--- src/uf_pkg.sv ---
package uf_pkg;

    // chain size
    localparam int NUM_UNITS      = 8;
    localparam int NUM_LINKS      = NUM_UNITS + 1;  // two end links plus internal ones
    localparam int ADDRESS_WIDTH  = $clog2(NUM_UNITS);

    // link weights
    localparam int MAX_WEIGHT     = 3;
    localparam int LINK_BIT_WIDTH = $clog2(MAX_WEIGHT + 1);

    localparam int ROUND_WIDTH    = 3;

    // shared down-counter for grow rounds and merge cycles
    localparam int COUNT_WIDTH    = (ROUND_WIDTH > ADDRESS_WIDTH) ? ROUND_WIDTH : ADDRESS_WIDTH;

    typedef enum logic [2:0] {
        STAGE_IDLE                = 3'd0,
        STAGE_PARAMETERS_LOADING  = 3'd1,
        STAGE_MEASUREMENT_LOADING = 3'd2,
        STAGE_GROW                = 3'd3,
        STAGE_MERGE               = 3'd4,
        STAGE_REPORT              = 3'd5
    } stage_t;

    typedef enum logic [1:0] {
        BC_INTERNAL = 2'd0,  // vertex on both sides
        BC_BOUNDARY = 2'd1,  // vertex on a side only
        BC_ABSENT   = 2'd2   // never grows
    } boundary_t;

    typedef struct packed {
        logic [LINK_BIT_WIDTH-1:0] weight;
        boundary_t                 bc;
    } link_cfg_t;

    // what a vertex shows its links
    typedef struct packed {
        logic [ADDRESS_WIDTH-1:0] root;
        logic                     touches_boundary;
    } exposed_data_t;

    typedef struct packed {
        logic      [NUM_UNITS-1:0]   defects;
        link_cfg_t [NUM_LINKS-1:0]   links;
        logic      [ROUND_WIDTH-1:0] grow_rounds;
    } decode_req_t;

    typedef struct packed {
        logic [ADDRESS_WIDTH-1:0] root;
        logic                     touches_boundary;
    } unit_result_t;

endpackage

--- src/neighbor_link.sv ---
`timescale 1ns/10ps

module neighbor_link (
    input  logic                  clk,
    input  logic                  reset,
    input  uf_pkg::stage_t        global_stage,
    input  uf_pkg::link_cfg_t     cfg_in,

    input  logic                  a_increase,
    input  logic                  b_increase,

    input  uf_pkg::exposed_data_t a_input_data,
    input  uf_pkg::exposed_data_t b_input_data,
    output uf_pkg::exposed_data_t a_output_data,  // data from the b vertex
    output uf_pkg::exposed_data_t b_output_data,  // data from the a vertex

    output logic                  fully_grown,
    output logic                  is_boundary
);
    import uf_pkg::*;

    link_cfg_t                 cfg;          // weight and boundary condition in use
    logic [LINK_BIT_WIDTH-1:0] growth;
    logic [LINK_BIT_WIDTH:0]   sum;          // spare top bit, add never wraps
    logic [LINK_BIT_WIDTH-1:0] next_growth;

    // configuration is taken once per decode
    always_ff @(posedge clk) begin
        if (reset) begin
            cfg <= '{weight: '0, bc: BC_ABSENT};
        end else if (global_stage == STAGE_PARAMETERS_LOADING) begin
            cfg <= cfg_in;
        end
    end

    // which sides push growth depends on the boundary condition
    always_comb begin
        case (cfg.bc)
            BC_INTERNAL: begin
                sum = {1'b0, growth} + a_increase + b_increase;
            end
            BC_BOUNDARY: begin
                sum = {1'b0, growth} + a_increase;  // far side is the code edge
            end
            default: begin
                sum = '0;  // absent link stays at zero
            end
        endcase

        // saturate at the weight
        if (sum > cfg.weight) begin
            next_growth = cfg.weight;
        end else begin
            next_growth = sum[LINK_BIT_WIDTH-1:0];
        end
    end

    always_ff @(posedge clk) begin
        if (reset) begin
            growth <= '0;
        end else if (global_stage == STAGE_MEASUREMENT_LOADING) begin
            growth <= '0;  // fresh start for every decode
        end else begin
            growth <= next_growth;
        end
    end

    // a zero weight link counts as grown right after loading
    assign fully_grown = (cfg.bc != BC_ABSENT) && (growth >= cfg.weight);
    assign is_boundary = (cfg.bc == BC_BOUNDARY);

    // roots and flags only cross between two real vertices
    assign a_output_data = (cfg.bc == BC_INTERNAL) ? b_input_data : '0;
    assign b_output_data = (cfg.bc == BC_INTERNAL) ? a_input_data : '0;

endmodule

--- src/processing_unit.sv ---
`timescale 1ns/10ps

module processing_unit #(
    parameter int ADDRESS = 0  // own vertex address
) (
    input  logic                  clk,
    input  logic                  reset,
    input  uf_pkg::stage_t        global_stage,
    input  logic                  defect_in,

    // link toward lower addresses
    input  logic                  left_grown,
    input  logic                  left_is_boundary,
    input  uf_pkg::exposed_data_t left_data,

    // link toward higher addresses
    input  logic                  right_grown,
    input  logic                  right_is_boundary,
    input  uf_pkg::exposed_data_t right_data,

    output logic                  increase,
    output uf_pkg::exposed_data_t exposed
);
    import uf_pkg::*;

    logic                     defect;
    logic [ADDRESS_WIDTH-1:0] root;
    logic                     touches_boundary;
    logic [ADDRESS_WIDTH-1:0] next_root;
    logic                     next_touches_boundary;

    // one step of the min-root merge over both links
    always_comb begin
        next_root             = root;
        next_touches_boundary = touches_boundary;

        if (left_grown) begin
            if (left_is_boundary) begin
                next_touches_boundary = 1'b1;  // grown into the code edge
            end else begin
                if (left_data.root < next_root) begin
                    next_root = left_data.root;
                end
                next_touches_boundary = next_touches_boundary | left_data.touches_boundary;
            end
        end

        if (right_grown) begin
            if (right_is_boundary) begin
                next_touches_boundary = 1'b1;
            end else begin
                if (right_data.root < next_root) begin
                    next_root = right_data.root;
                end
                next_touches_boundary = next_touches_boundary | right_data.touches_boundary;
            end
        end
    end

    always_ff @(posedge clk) begin
        if (reset) begin
            defect           <= 1'b0;
            root             <= ADDRESS_WIDTH'(ADDRESS);
            touches_boundary <= 1'b0;
        end else if (global_stage == STAGE_MEASUREMENT_LOADING) begin
            defect           <= defect_in;
            root             <= ADDRESS_WIDTH'(ADDRESS);  // every vertex starts as its own root
            touches_boundary <= 1'b0;
        end else if (global_stage == STAGE_MERGE) begin
            root             <= next_root;
            touches_boundary <= next_touches_boundary;
        end
    end

    // only defects push growth
    assign increase = defect && (global_stage == STAGE_GROW);

    assign exposed = '{root: root, touches_boundary: touches_boundary};

endmodule

--- src/stage_controller.sv ---
`timescale 1ns/10ps

module stage_controller (
    input  logic                           clk,
    input  logic                           reset,
    input  logic                           req,
    input  logic [uf_pkg::ROUND_WIDTH-1:0] grow_rounds,
    output uf_pkg::stage_t                 global_stage,
    output logic                           ack
);
    import uf_pkg::*;

    stage_t                 next_stage;
    logic [COUNT_WIDTH-1:0] count;       // cycles left in grow or merge, minus one
    logic [COUNT_WIDTH-1:0] next_count;

    always_comb begin
        next_stage = global_stage;
        next_count = count;

        case (global_stage)
            STAGE_IDLE: begin
                // wait for the previous ack to clear before a new decode
                if (req && !ack) begin
                    next_stage = STAGE_PARAMETERS_LOADING;
                end
            end

            STAGE_PARAMETERS_LOADING: begin
                next_stage = STAGE_MEASUREMENT_LOADING;
            end

            STAGE_MEASUREMENT_LOADING: begin
                if (grow_rounds == '0) begin
                    next_stage = STAGE_MERGE;  // no growth at all
                    next_count = COUNT_WIDTH'(NUM_UNITS - 1);
                end else begin
                    next_stage = STAGE_GROW;
                    next_count = COUNT_WIDTH'(grow_rounds - 1'b1);
                end
            end

            STAGE_GROW: begin
                if (count == '0) begin
                    next_stage = STAGE_MERGE;
                    next_count = COUNT_WIDTH'(NUM_UNITS - 1);  // enough to cross the chain
                end else begin
                    next_count = count - 1'b1;
                end
            end

            STAGE_MERGE: begin
                if (count == '0) begin
                    next_stage = STAGE_REPORT;
                end else begin
                    next_count = count - 1'b1;
                end
            end

            STAGE_REPORT: begin
                // hold the result until the host lets go
                if (!req) begin
                    next_stage = STAGE_IDLE;
                end
            end

            default: begin
                next_stage = STAGE_IDLE;
            end
        endcase
    end

    always_ff @(posedge clk) begin
        if (reset) begin
            global_stage <= STAGE_IDLE;
            count        <= '0;
        end else begin
            global_stage <= next_stage;
            count        <= next_count;
        end
    end

    // one cycle behind the report state on both edges
    always_ff @(posedge clk) begin
        if (reset) begin
            ack <= 1'b0;
        end else begin
            ack <= (global_stage == STAGE_REPORT);
        end
    end

endmodule

--- src/decoder_chain.sv ---
`timescale 1ns/10ps

module decoder_chain (
    input  logic                                        clk,
    input  logic                                        reset,
    input  logic                                        req,
    input  uf_pkg::decode_req_t                         req_data,
    output logic                                        ack,
    output uf_pkg::unit_result_t [uf_pkg::NUM_UNITS-1:0] result
);
    import uf_pkg::*;

    stage_t                        global_stage;

    logic          [NUM_UNITS-1:0] unit_increase;
    exposed_data_t [NUM_UNITS-1:0] unit_exposed;

    logic          [NUM_LINKS-1:0] link_a_increase;
    logic          [NUM_LINKS-1:0] link_b_increase;
    exposed_data_t [NUM_LINKS-1:0] link_a_input;
    exposed_data_t [NUM_LINKS-1:0] link_b_input;
    exposed_data_t [NUM_LINKS-1:0] link_a_output;
    exposed_data_t [NUM_LINKS-1:0] link_b_output;
    logic          [NUM_LINKS-1:0] link_grown;
    logic          [NUM_LINKS-1:0] link_boundary;

    stage_controller u_controller (
        .clk          (clk),
        .reset        (reset),
        .req          (req),
        .grow_rounds  (req_data.grow_rounds),
        .global_stage (global_stage),
        .ack          (ack)
    );

    // link i sits between vertex i-1 and vertex i
    for (genvar l = 0; l < NUM_LINKS; l++) begin : g_link
        if (l == 0) begin : g_left_end
            assign link_a_increase[l] = unit_increase[0];
            assign link_a_input[l]    = unit_exposed[0];
            assign link_b_increase[l] = 1'b0;  // no vertex past the end
            assign link_b_input[l]    = '0;
        end else if (l == NUM_UNITS) begin : g_right_end
            assign link_a_increase[l] = unit_increase[NUM_UNITS-1];
            assign link_a_input[l]    = unit_exposed[NUM_UNITS-1];
            assign link_b_increase[l] = 1'b0;
            assign link_b_input[l]    = '0;
        end else begin : g_internal
            assign link_a_increase[l] = unit_increase[l-1];
            assign link_a_input[l]    = unit_exposed[l-1];
            assign link_b_increase[l] = unit_increase[l];
            assign link_b_input[l]    = unit_exposed[l];
        end

        neighbor_link u_link (
            .clk           (clk),
            .reset         (reset),
            .global_stage  (global_stage),
            .cfg_in        (req_data.links[l]),
            .a_increase    (link_a_increase[l]),
            .b_increase    (link_b_increase[l]),
            .a_input_data  (link_a_input[l]),
            .b_input_data  (link_b_input[l]),
            .a_output_data (link_a_output[l]),
            .b_output_data (link_b_output[l]),
            .fully_grown   (link_grown[l]),
            .is_boundary   (link_boundary[l])
        );
    end

    for (genvar u = 0; u < NUM_UNITS; u++) begin : g_unit
        processing_unit #(
            .ADDRESS (u)
        ) u_unit (
            .clk               (clk),
            .reset             (reset),
            .global_stage      (global_stage),
            .defect_in         (req_data.defects[u]),
            .left_grown        (link_grown[u]),
            .left_is_boundary  (link_boundary[u]),
            .left_data         ((u == 0) ? link_a_output[u] : link_b_output[u]),  // end link faces a
            .right_grown       (link_grown[u+1]),
            .right_is_boundary (link_boundary[u+1]),
            .right_data        (link_a_output[u+1]),
            .increase          (unit_increase[u]),
            .exposed           (unit_exposed[u])
        );

        assign result[u] = '{root:             unit_exposed[u].root,
                             touches_boundary: unit_exposed[u].touches_boundary};
    end

endmodule

--- config.mk ---
export PLATFORM = sky130hd
export DESIGN_NAME = decoder_chain
export DESIGN_NICKNAME = d
export VERILOG_FILES = /design/src/uf_pkg.sv /design/src/neighbor_link.sv /design/src/processing_unit.sv /design/src/stage_controller.sv /design/src/decoder_chain.sv
export SDC_FILE = /design/constraint.sdc
export NUM_CORES = 1
export LEC_CHECK = 0
export ABC_CLOCK_PERIOD_IN_PS = 4900
export BUFFER_PORTS_ARGS = -buffer_cell sky130_fd_sc_hd__clkbuf_2
export CAP_MARGIN = 5
export CORE_MARGIN = 2
export CORE_UTILIZATION = 61
export CTS_BUF_LIST = sky130_fd_sc_hd__clkbuf_16
export CTS_CLUSTER_DIAMETER = 60
export CTS_CLUSTER_SIZE = 8
export DETAILED_ROUTE_END_ITERATION = 8
export PLACE_DENSITY = 0.9
export SYNTH_ARGS = -nofsm -noshare
export SYNTH_HDL_FRONTEND = slang
export SYNTH_SLANG_ARGS = --single-unit
--- constraint.sdc ---
create_clock -name clk -period 4.9 [get_ports clk]
set_input_delay 0.245 -clock clk [delete_from_list [all_inputs] [get_ports clk]]
set_output_delay 0.245 -clock clk [all_outputs]
set_load 0.05 [all_outputs]
==> results of run 1 <==
-- logic make-up (layout without fill, tap and decap cells) --
group,after synthesis,in the layout,synth area share [%]
buffers and inverters,104,156,5.92
adders and majority gates,107,107,19.1
AOI/OAI and AO/OA,200,200,15.8
muxes,55,55,7.62
xor gates and xnor gates,7,7,0.944
DFF,101,101,27.7
and+or+nand+nor,346,346,22.8
-- layout by cell type, fill, tap and decap left out, types with 3 or more instances in the layout --
cell type / instances
nor3_1: 32
o21a_1: 6
nor2_1: 73
nand3b_1: 12
o21ai_0: 56
nor2b_1: 13
mux2_2: 3
nor3b_1: 4
and3_1: 10
fa_1: 7
dfxtp_1: 101
a21o_1: 5
nand2b_1: 20
o22ai_1: 3
or2_2: 21
nor3_2: 3
nand2_1: 127
mux2i_1: 51
and2_1: 5
xor2_1: 5
a31oi_1: 9
clkbuf_2: 82
nand3_1: 9
ha_1: 100
o211ai_1: 9
a21oi_1: 89
buf_4: 5
inv_1: 52
a211oi_1: 5
clkbuf_16: 9
-- worst max-delay path, delay by kind of cell, from the launching register on --
kind | cells | cell delay (ps)
multiplexers | 1 | 60
flip-flops | 1 | 500
AO/OA/AOI/OAI | 3 | 480
AND/OR/NAND/NOR | 5 | 1480
adder cells (fa/ha/maj) | 4 | 1220
-- cells in the mapped netlist, drive strengths merged, types with 2 or more instances --
library cell / instances / area (um2)
nand3: 9 / 45.0
o22ai: 3 / 18.8
nor3: 35 / 185
or4: 2 / 15.0
buf: 23 / 128
a211oi: 6 / 50.1
nand3b: 12 / 90.1
a211o: 2 / 17.5
or2: 21 / 131
nor2b: 13 / 81.3
a2111o: 2 / 22.5
o32a: 2 / 20.0
o211ai: 9 / 67.6
ha: 100 / 1250
a21o: 5 / 37.5
nand2: 127 / 477
o21a: 6 / 45.0
nor3b: 4 / 30.0
a21oi: 89 / 445
or3b: 2 / 17.5
clkbuf: 28 / 105
or3: 2 / 12.5
a2111oi: 2 / 23.8
o21ai: 57 / 285
xnor2: 2 / 25.0
nand4: 2 / 12.5
xor2: 5 / 43.8
dfxtp: 101 / 2020
mux2: 4 / 45.0
nand2b: 21 / 139
nand4b: 2 / 17.5
mux2i: 51 / 510
and2: 5 / 31.3
and3: 10 / 62.6
a31oi: 9 / 56.3
nor2: 75 / 284
inv: 53 / 199
nor4b: 2 / 17.5
fa: 7 / 140
-- sequential cells by signal (all words and copies together) (netlist names) --
signal	flops
g_link.u_link.growth	18
g_unit.u_unit.defect	8
u_controller.ack	1
u_controller.global_stage	3
g_link.u_link.cfg	36
g_unit.u_unit.touches_boundary	8
u_controller.count	3
g_unit.u_unit.root	24
-- how the worst max path moves through the flow --
stage                                              start                                     to  slack (ps)  cells after the start
3_5_place_dp   u_controller.global_stage[1]$_SDFFE_PP0P_  g_link[7].u_link.growth[0]$_SDFF_PP0_        1120                     13
5_1_grt        u_controller.global_stage[1]$_SDFFE_PP0P_  g_link[7].u_link.growth[0]$_SDFF_PP0_         760                     13
4_1_cts        u_controller.global_stage[1]$_SDFFE_PP0P_  g_link[7].u_link.growth[0]$_SDFF_PP0_        1090                     13
3_3_place_gp   u_controller.global_stage[1]$_SDFFE_PP0P_  g_link[2].u_link.growth[0]$_SDFF_PP0_        1420                     13
6_report       u_controller.global_stage[1]$_SDFFE_PP0P_  g_link[7].u_link.growth[0]$_SDFF_PP0_        1080                     13
2_1_floorplan      g_unit[5].u_unit.root[1]$_SDFFE_PP0P_  g_unit[6].u_unit.root[1]$_SDFFE_PP1P_        1510                     12
-- power by group through the flow --
stage	Sequential, mW	Combinational, mW	Clock [mW]
5_1_grt	1.03	0.915	0.781
2_1_floorplan	0.968	0.667	0
3_5_place_dp	1.03	0.790	0
4_1_cts	1.01	0.800	0.735
3_3_place_gp	1.03	0.763	0
6_report	1.02	0.807	0.733
-- metal layers --
layer | routed length, um | global-route usage, % | share of wire [%]
met1 | 7580 | 37.0 | 45
met2 | 7560 | 43.2 | 45
met3 | 1250 | 4.18 | 7.4
met4 | 428 | 10.9 | 2.5
met5 | 0 | 0 | 0
-- final cells by class --
cell class	count	area (um2)	area share, %
multi-input cells	715	4840	60.6
flip-flops and latches	101	2020	25.3
repair buffers	87	448	5.61
clock buffers	9	225	2.82
inverters	53	199	2.49
well taps	143	179	2.24
clock inverters	7	73.8	0.924
-- stage by stage --
stage	area [um2]	util, %	total power [mW]	hold WS (ps)
2_1_floorplan	7290	-	1.64	366
3_3_place_gp	7690	66.8	1.79	452
3_5_place_dp	7690	66.8	1.82	459
4_1_cts	7990	69.4	2.55	99.1
5_1_grt	7990	69.4	2.73	108
6_report	7990	69.4	2.56	97.1
==> summary.txt, run 1 <==
Layout
  • Nets: 1124
  • Share of cells above drive strength 1: 14.1%
  • Area added between synthesis and finish: 9.61%
  • Diodes inserted: 0
  • Finished Layout Cells: 1115
  • Fillers: 881

Timing
  • F_max: 262 MHz
  • Slew Viols, Final: 0
  • Worst slew pin tran: 1170 ps
  • Minimum clock period: 3820 ps
  • Worst slew margin: 21.3%
  • Skew final: 11.0 ps
  • Final setup viols: 0
  • Final worst-path cycle share: 77.9%
  • RSZ-0062 raised after global routing: false
  • Setup TNS: 0 ps
  • Final hold viol count: 0
  • Final worst slack: 1080 ps

Synthesis
  • Sequential-to-total area share from yosys stat: 27.7%
  • Post-synthesis instance area: 7290 um2
  • Post-synth EDFFs: 0
  • Ys Warns: 0
  • Mapped Nets: 1077
  • Count of cell types in the netlist: 60
  • Asr flop ratio synth: 0%
  • Most used flip-flop cell after synthesis: dfxtp_1
  • Avg Cell Area, Syn: 7.92 um2
  • Flops & latches, synth: 101
  • Post-Synthesis Cells: 920

Worst setup path
  • Worst-path cell chain: nor2b_1, and3_1, ha_1, ha_1, fa_1, mux2i_1, nor2_1, ha_1, nor2b_1, o21ai_0, o21ai_0, or2_2, a21oi_1
  • Crit Path Class: flip-flop to flip-flop
  • R2R Setup Slk: 1080 ps
  • Slowest stage delay, CP: 580 ps
  • Slowest cell on the critical path: nor2b_1
  • Critical Path Source Type: flip-flop
  • Worst Path Arrival: 4100 ps
  • R2R depth: 13
  • Worst r2r dst: g_link[7].u_link.growth[0]$_SDFF_PP0_
  • Reg-to-reg startpoint: u_controller.global_stage[1]$_SDFFE_PP0P_
  • Most frequent CP cell: ha_1
  • Endpoint type of the worst setup path: flip-flop
  • WP data required: 5180 ps
  • CP Max Fanout: 10

Clock network
  • H-tree levels: 3
  • Clk slew on worst S/H paths: 70 ps
  • CTS root buffer: clkbuf_16
  • Clk sink count: 101
  • CTS tree: built
  • CTS buffer count: 9
  • Clk buf depth: 2
  • Post-CTS setup buffers: 0
  • # resized after CTS: 0
  • Cts hold-fix bufs: 0
  • Clock Latency Late Sink: 360 ps

Job
  • Max_cap viols: 0

Floorplanning
  • Core area: 11500 um2
  • # IOs: 83
  • Die H: 113 um
  • Initial core utilization: 63.3%
  • Chip width: 113 um
  • Die area: 12800 um2
  • Site Rows: 39

Power and ir drop
  • VDD IR max: 217 uV
  • Leak: 3.54 nW
  • Switching Share: 36.9%
  • Clock group share of total power: 28.7%
  • Pwr dens: 320 nW/um2
  • Sequential Power Share: 39.8%
  • Combinational Power Share: 31.6%
  • Internal power: 1.61 mW
  • Net Switching: 0.944 mW

Place
  • Final HPWL DP: 12300 um
  • GP Congestion: 0.902
  • Placement Setup Slack: 1120 ps
  • PortBufs: 82
  • DP Cell Count: 1099

Worst hold path
  • Worst Hold Class: input pin to flip-flop
  • Worst hold path stage count: 3
  • Hold Path Sink: g_link[7].u_link.cfg[1]$_SDFFE_PP1N_
  • Min-delay src: req_data[32]

Global routing
  • Global router's overall resource usage: 27.1%
  • Vias in the first global route: 6154
  • Grt ovf: 0
  • Pin count of the biggest net entering global routing: 54
  • Global-route wire length before repair: 28500 um
  • Initial antenna violation count: 0

Route
  • Post-route ant nets: 0
  • Initial drt markers: 548
  • Drt wl/cell: 15.1 um
  • Vias post-DR: 6582
  • Post-Route WL: 16800 um
  • Drt drc: 0
  • Vias per inst: 5.90
  • Detailed Routing Iterations Pass 1: 8

Outcome
  • Run status: complete, no violations
Note: power is estimated with default switching activity, not from simulation.
==> inputs of run 2 (changes only) <==
- ABC_CLOCK_PERIOD_IN_PS: 4900 -> 4000
- CORE_UTILIZATION: 61 -> 60
- PLACE_DENSITY: 0.9 -> 0.89
- clock period: 4.9 -> 4 ns (I/O delays scaled with it)
==> summary.txt, run 2 (synthesized netlist as in run 1, its figures left out) <==
Outcome
  • Run status: complete, no violations

Global routing
  • Vias in the first global route: 6229 (+1.2%)
  • Grt ovf: 0 (unchanged)
  • Global-route wire length before repair: 28500 um (-0.19%)
  • Initial antenna violation count: 0 (unchanged)
  • Global router's overall resource usage: 26.9% (-0.23 points)
  • Pin count of the biggest net entering global routing: 53 (-1.9%)

Layout
  • Finished Layout Cells: 1121 (+0.54%)
  • Nets: 1127 (+0.27%)
  • Largest Register: g_link.u_link.cfg
  • Max FFs per register: 36 (unchanged)
  • Fillers: 949 (+7.7%)
  • Share of cells above drive strength 1: 14.3% (+0.18 points)
  • Cell area after layout: 8000 um2 (+0.16%)
  • Most frequent cells in the layout: nand2_1, dfxtp_1, ha_1, a21oi_1, clkbuf_2
  • Area added between synthesis and finish: 9.79%
  • Diodes inserted: 0 (unchanged)
  • Most common cell after layout, fill and taps aside: nand2_1
  • Top Registers: g_link.u_link.cfg: 36 flops, g_unit.u_unit.root: 24 flops, g_link.u_link.growth: 18 flops

Clock network
  • H-tree levels: 3 (unchanged)
  • Clock Latency Late Sink: 350 ps (about the same)
  • Cts hold-fix bufs: 0 (unchanged)
  • Post-CTS setup buffers: 0 (unchanged)
  • Clk slew on worst S/H paths: 70 ps (about the same)
  • CTS tree: built
  • CTS buffer count: 9 (unchanged)
  • Clk buf depth: 2 (unchanged)
  • Clk sink count: 101 (unchanged)
  • CTS root buffer: clkbuf_16
  • # resized after CTS: 0 (unchanged)

Place
  • Final HPWL DP: 12500 um (+1.2%)
  • DP Area: 7720 um2 (+0.36%)
  • GP Congestion: 0.882 (-2.2%)
  • DP Cell Count: 1106 (+0.64%)
  • PortBufs: 82 (unchanged)

Timing
  • F_max: 277 MHz (+5.9%)
  • Minimum clock period: 3610 ps (-212 ps)
  • Worst slew pin tran: 1140 ps (-33.8 ps)
  • Final setup viols: 0 (unchanged)
  • Final worst-path cycle share: 90.2% (+12 points)
  • Slew Viols, Final: 0 (unchanged)
  • Skew final: 7.69 ps (-3.36 ps)
  • Final hold viol count: 0 (unchanged)
  • RSZ-0062 raised after global routing: false
  • Worst slew margin: 23.7% (+2.4 points)
  • Setup TNS: 0 ps (unchanged)

Job
  • Max_cap viols: 0 (unchanged)

Floorplanning
  • Core area: 11900 um2 (+3.4%)
  • Site Rows: 40 (+2.6%)
  • Chip width: 114 um (+0.80%)
  • Die area: 13000 um2 (+1.6%)
  • Initial core utilization: 61.2% (-2.1 points)
  • # IOs: 83 (unchanged)
  • Die H: 114 um (+0.80%)

Route
  • Drt wl/cell: 15.1 um (+0.20%)
  • Metal-1 WL: 7880 um (+4.0%)
  • DR WL met3: 978 um (-22%)
  • Met2 Wirelength: 7530 um (-0.32%)
  • Top layer in use: met4
  • Post-route ant nets: 0 (unchanged)
  • Detailed Routing Iterations Pass 1: 7 (-1)
  • Drt drc: 0 (unchanged)
  • Vias post-DR: 6635 (+0.81%)
  • Post-Route WL: 16900 um (+0.74%)
  • Initial drt markers: 487 (-11%)
  • Vias per inst: 5.92 (+0.27%)

Worst setup path
  • Endpoint type of the worst setup path: flip-flop
  • Critical Path Source Type: flip-flop
  • Crit Path Class: flip-flop to flip-flop
  • R2R depth: 13 (unchanged)
  • R2R Setup Slk: 390 ps (-690 ps)
  • WP data required: 4270 ps (-910 ps)
  • Worst Path Arrival: 3880 ps (-220 ps)
  • CP Max Fanout: 10 (unchanged)

Power and ir drop
  • Leak: 3.55 nW (+0.36%)
  • VDD IR max: 267 uV (+23%)
  • Pwr dens: 389 nW/um2 (+21%)

Worst hold path
  • Worst hold path stage count: 3 (unchanged)
  • Worst Hold Class: input pin to flip-flop
==> run 2: final timing paths <==
path | start | end
setup / recovery | u_controller.global_stage[1]$_SDFFE_PP0P_ | g_link[7].u_link.growth[0]$_SDFF_PP0_
hold / removal | req_data[4] | g_link[0].u_link.cfg[1]$_SDFFE_PP1N_
setup reg to reg | u_controller.global_stage[1]$_SDFFE_PP0P_ | g_link[7].u_link.growth[0]$_SDFF_PP0_
hold reg to reg | g_unit[2].u_unit.root[0]$_SDFFE_PP0P_ | g_unit[2].u_unit.root[0]$_SDFFE_PP0P_
==> run 2: layout make-up <==
cell class                 instances  area [um2]  area share, %
tap                              147         184           2.30
clock buffer                       9         225           2.81
multi-input combinational        715        4840           60.5
timing repair buffer              90         470           5.88
clock inverter                     6        56.3          0.704
sequential                       101        2020           25.3
inverter                          53         199           2.49
==> run 2: metal layers <==
| metal | track usage [%] | vias to the layer above |
|---|---|---|
| li1 | - | 3297 |
| met1 | 36.4 | 3060 |
| met2 | 43.5 | 228 |
| met3 | 3.49 | 50 |
| met4 | 11.4 | 0 |
| met5 | 0 | - |
==> run 2: worst max-delay path: stages (launching register included) <==
cell and delay (ps):
dfxtp_1 490, nor2b_2 410, and3_1 240, ha_1 250, ha_1 210, fa_1 490
mux2i_1 70, nor2_1 180, ha_1 280, nor2b_1 130, o21ai_0 130, o21ai_0 170
or2_2 330, a21oi_1 130
==> run 2: through the flow <==
step / hold slack, ps / setup WS (ps) / total power [mW] / util, %
after global placement: 409 / 514 / 2.20 / 64.8
after detailed placement: 414 / 322 / 2.24 / 64.8
final: 55.4 / 394 / 3.11 / 67.2
after global routing: 74.6 / 137 / 3.30 / 67.2
after CTS: 49.9 / 241 / 3.10 / 67.2
after floorplan: 321 / 607 / 2.00 / -
==> run 2: report_power, final <==
group / switching [mW] / leakage, nW / total (mW) / internal, mW
logic: 0.599 / 2.59 / 1.01 / 0.408
registers: 0.150 / 0.821 / 1.24 / 1.09
clock network: 0.385 / 0.142 / 0.861 / 0.476
==> inputs of run 3 (changes only) <==
- BUFFER_PORTS_ARGS: -buffer_cell sky130_fd_sc_hd__clkbuf_2 -> unset
- CORE_UTILIZATION: 60 -> 61
- DONT_BUFFER_PORTS: unset -> 1
- PLACE_DENSITY: 0.89 -> 0.84
==> summary.txt, run 3 (synthesized netlist as in run 1, its figures left out) <==
Worst setup path
  • Slowest stage delay, CP: 500 ps (about the same)
  • Crit path depth: 14 (+1)
  • Critical Path Source Type: flip-flop
  • CP top delay family: adder cells
  • Crit Path Class: flip-flop to flip-flop
  • CP Max Fanout: 10 (unchanged)
  • Worst-path cell chain: nor2b_1, buf_4, and3_1, ha_1, ha_1, fa_1, mux2i_1, nor2_1, ha_1, nor2b_1, o21ai_0, o21ai_0, or2_2, a21oi_1
  • R2R depth: 14 (+1)
  • Endpoint type of the worst setup path: flip-flop
  • Worst Path Arrival: 3930 ps (+50 ps)
  • Most frequent CP cell: ha_1
  • WP data required: 4280 ps (about the same)
  • Worst Setup SP: u_controller.global_stage[1]$_SDFFE_PP0P_
  • Reg-to-reg startpoint: u_controller.global_stage[1]$_SDFFE_PP0P_
  • Worst r2r dst: g_link[5].u_link.growth[0]$_SDFF_PP0_
  • Slowest cell on the critical path: dfxtp_1
  • R2R Setup Slk: 350 ps (-40 ps)
  • Worst path bufs/invs: 1 (+1)

Worst hold path
  • Worst Hold Class: input pin to flip-flop
  • Hold Path Sink: g_unit[0].u_unit.defect$_SDFFE_PP0P_
  • Worst hold path stage count: 2 (-1)
  • Min-delay src: req_data[39]

Timing
  • Setup TNS: 0 ps (unchanged)
  • Skew final: 7.94 ps (+0.255 ps)
  • Worst slew margin: 22.9% (-0.81 points)
  • Worst slew pin tran: 1150 ps (+12.2 ps)
  • Minimum clock period: 3650 ps (+43.1 ps)
  • Final worst-path cycle share: 91.2% (+1.1 points)
  • Slew Viols, Final: 0 (unchanged)
  • Hold_ws: 5.23 ps (-50.1 ps)
  • RSZ-0062 raised after global routing: false
  • Final hold viol count: 0 (unchanged)
  • F_max: 274 MHz (-1.2%)
  • Final setup viols: 0 (unchanged)

Clock network
  • H-tree levels: 3 (unchanged)
  • CTS tree: built
  • Clk slew on worst S/H paths: 70 ps (about the same)
  • Clock Latency Late Sink: 360 ps (about the same)
  • CTS root buffer: clkbuf_16
  • CTS buffer count: 9 (unchanged)
  • Clk buf depth: 2 (unchanged)
  • Clk sink count: 101 (unchanged)

Layout
  • Share of cells above drive strength 1: 7.48% (-6.8 points)
  • Max FFs per register: 36 (unchanged)
  • Most frequent cells in the layout: nand2_1, dfxtp_1, ha_1, a21oi_1, nor2_1
  • Diodes inserted: 0 (unchanged)
  • Most common cell after layout, fill and taps aside: nand2_1
  • Largest Register: g_link.u_link.cfg
  • Top Registers: g_link.u_link.cfg: 36 flops, g_unit.u_unit.root: 24 flops, g_link.u_link.growth: 18 flops
  • Fillers: 873 (-8.0%)
  • Nets: 1101 (-2.3%)
  • Area added between synthesis and finish: 11.6%

Global routing
  • Grt ovf: 0 (unchanged)
  • Initial antenna violation count: 0 (unchanged)
  • Vias in the first global route: 6289 (+0.96%)
  • Global router's overall resource usage: 28.4% (+1.5 points)
  • Global-route wire length before repair: 29600 um (+4.0%)
  • Pin count of the biggest net entering global routing: 52 (-1.9%)

Route
  • Drt drc: 0 (unchanged)
  • Vias post-DR: 6555 (-1.2%)
  • Top layer in use: met4
  • Initial drt markers: 466 (-4.3%)
  • Metal-1 WL: 7860 um (-0.30%)
  • Post-route ant nets: 0 (unchanged)
  • Drt wl/cell: 16.3 um (+8.2%)
  • Post-Route WL: 17800 um (+5.4%)
  • Vias per inst: 6.00 (+1.4%)
  • Detailed Routing Iterations Pass 1: 5 (-2)
  • DR WL met3: 1410 um (+44%)
  • Met2 Wirelength: 8230 um (+9.3%)

Power and ir drop
  • Pwr dens: 394 nW/um2 (+1.4%)
  • Leak: 3.47 nW (-2.3%)
  • VDD IR max: 341 uV (+28%)
  • Power, Total: 3.20 mW (+3.1%)

Place
  • GP Congestion: 0.920 (+4.3%)
  • PortBufs: 0 (-100%)
  • Final HPWL DP: 12500 um (+0.27%)

Floorplanning
  • Chip width: 113 um (-0.80%)
  • Initial core utilization: 63.3% (+2.1 points)
  • Die area: 12800 um2 (-1.6%)
  • Die H: 113 um (-0.80%)
  • Site Rows: 39 (-2.5%)
  • # IOs: 83 (unchanged)
  • Core area: 11500 um2 (-3.3%)

Job
  • Max_cap viols: 0 (unchanged)

Outcome
  • Run status: complete, no violations
[run 3: area by class of cell]
| cell class | count | area [um2] | share of cell area [%] |
|---|---|---|---|
| clock buffers | 9 | 225 | 2.77 |
| clock inverters | 7 | 82.6 | 1.02 |
| inverters | 53 | 199 | 2.45 |
| multi-input cells | 715 | 4840 | 59.5 |
| flip-flops and latches | 101 | 2020 | 24.9 |
| well taps | 143 | 179 | 2.20 |
| repair buffers | 64 | 588 | 7.23 |
[run 3: repair_timing]
action | in CTS | in global routing
resized for setup | 0 | 0
hold buffers | 37 | 2
buffers inserted | 0 | 0
hold endpoints to repair | 51 | 2
[run 3: worst register-to-register path: stages, from the launching register on]
cell and delay (ps):
dfxtp_1 500, nor2b_1 360, buf_4 210, and3_1 180
ha_1 250, ha_1 200, fa_1 490, mux2i_1 70
nor2_1 150, ha_1 260, nor2b_1 140, o21ai_0 140
o21ai_0 190, or2_2 330, a21oi_1 110
[run 3: how the worst max path moves through the flow]
| stage | endpoint | slack (ps) |
|---|---|---|
| 3_3_place_gp | g_link[5].u_link.growth[0]$_SDFF_PP0_ | 640 |
| 6_report | g_link[5].u_link.growth[0]$_SDFF_PP0_ | 350 |
| 4_1_cts | g_link[5].u_link.growth[0]$_SDFF_PP0_ | 410 |
| 3_5_place_dp | g_link[4].u_link.growth[0]$_SDFF_PP0_ | 440 |
| 2_1_floorplan | g_unit[6].u_unit.root[1]$_SDFFE_PP1P_ | 610 |
| 5_1_grt | g_link[3].u_link.growth[0]$_SDFF_PP0_ | 130 |
[run 3: stage by stage]
stage / utilization [%] / worst slack (ps) / std cells / cell area [um2]
after detailed placement: 64.5 / 441 / 1037 / 7430
after global routing: 70.6 / 125 / 1092 / 8140
after CTS: 70.5 / 406 / 1090 / 8120
after floorplan: - / 607 / 920 / 7290
after global placement: 64.5 / 637 / 1037 / 7430
final: 70.6 / 350 / 1092 / 8140
[run 3: metal layers]
layer  vias up  global-route usage, %
met1      3005                   37.6
met5         -                      0
li1       3238                      -
met2       285                   46.3
met4         0                   10.1
met3        27                   5.73
[run 3: report_power, final]
group | internal, mW | switching, mW | total, mW
logic | 0.423 | 0.604 | 1.03
clock network | 0.540 | 0.389 | 0.929
registers | 1.09 | 0.157 | 1.25
total | 2.05 | 1.15 | 3.20
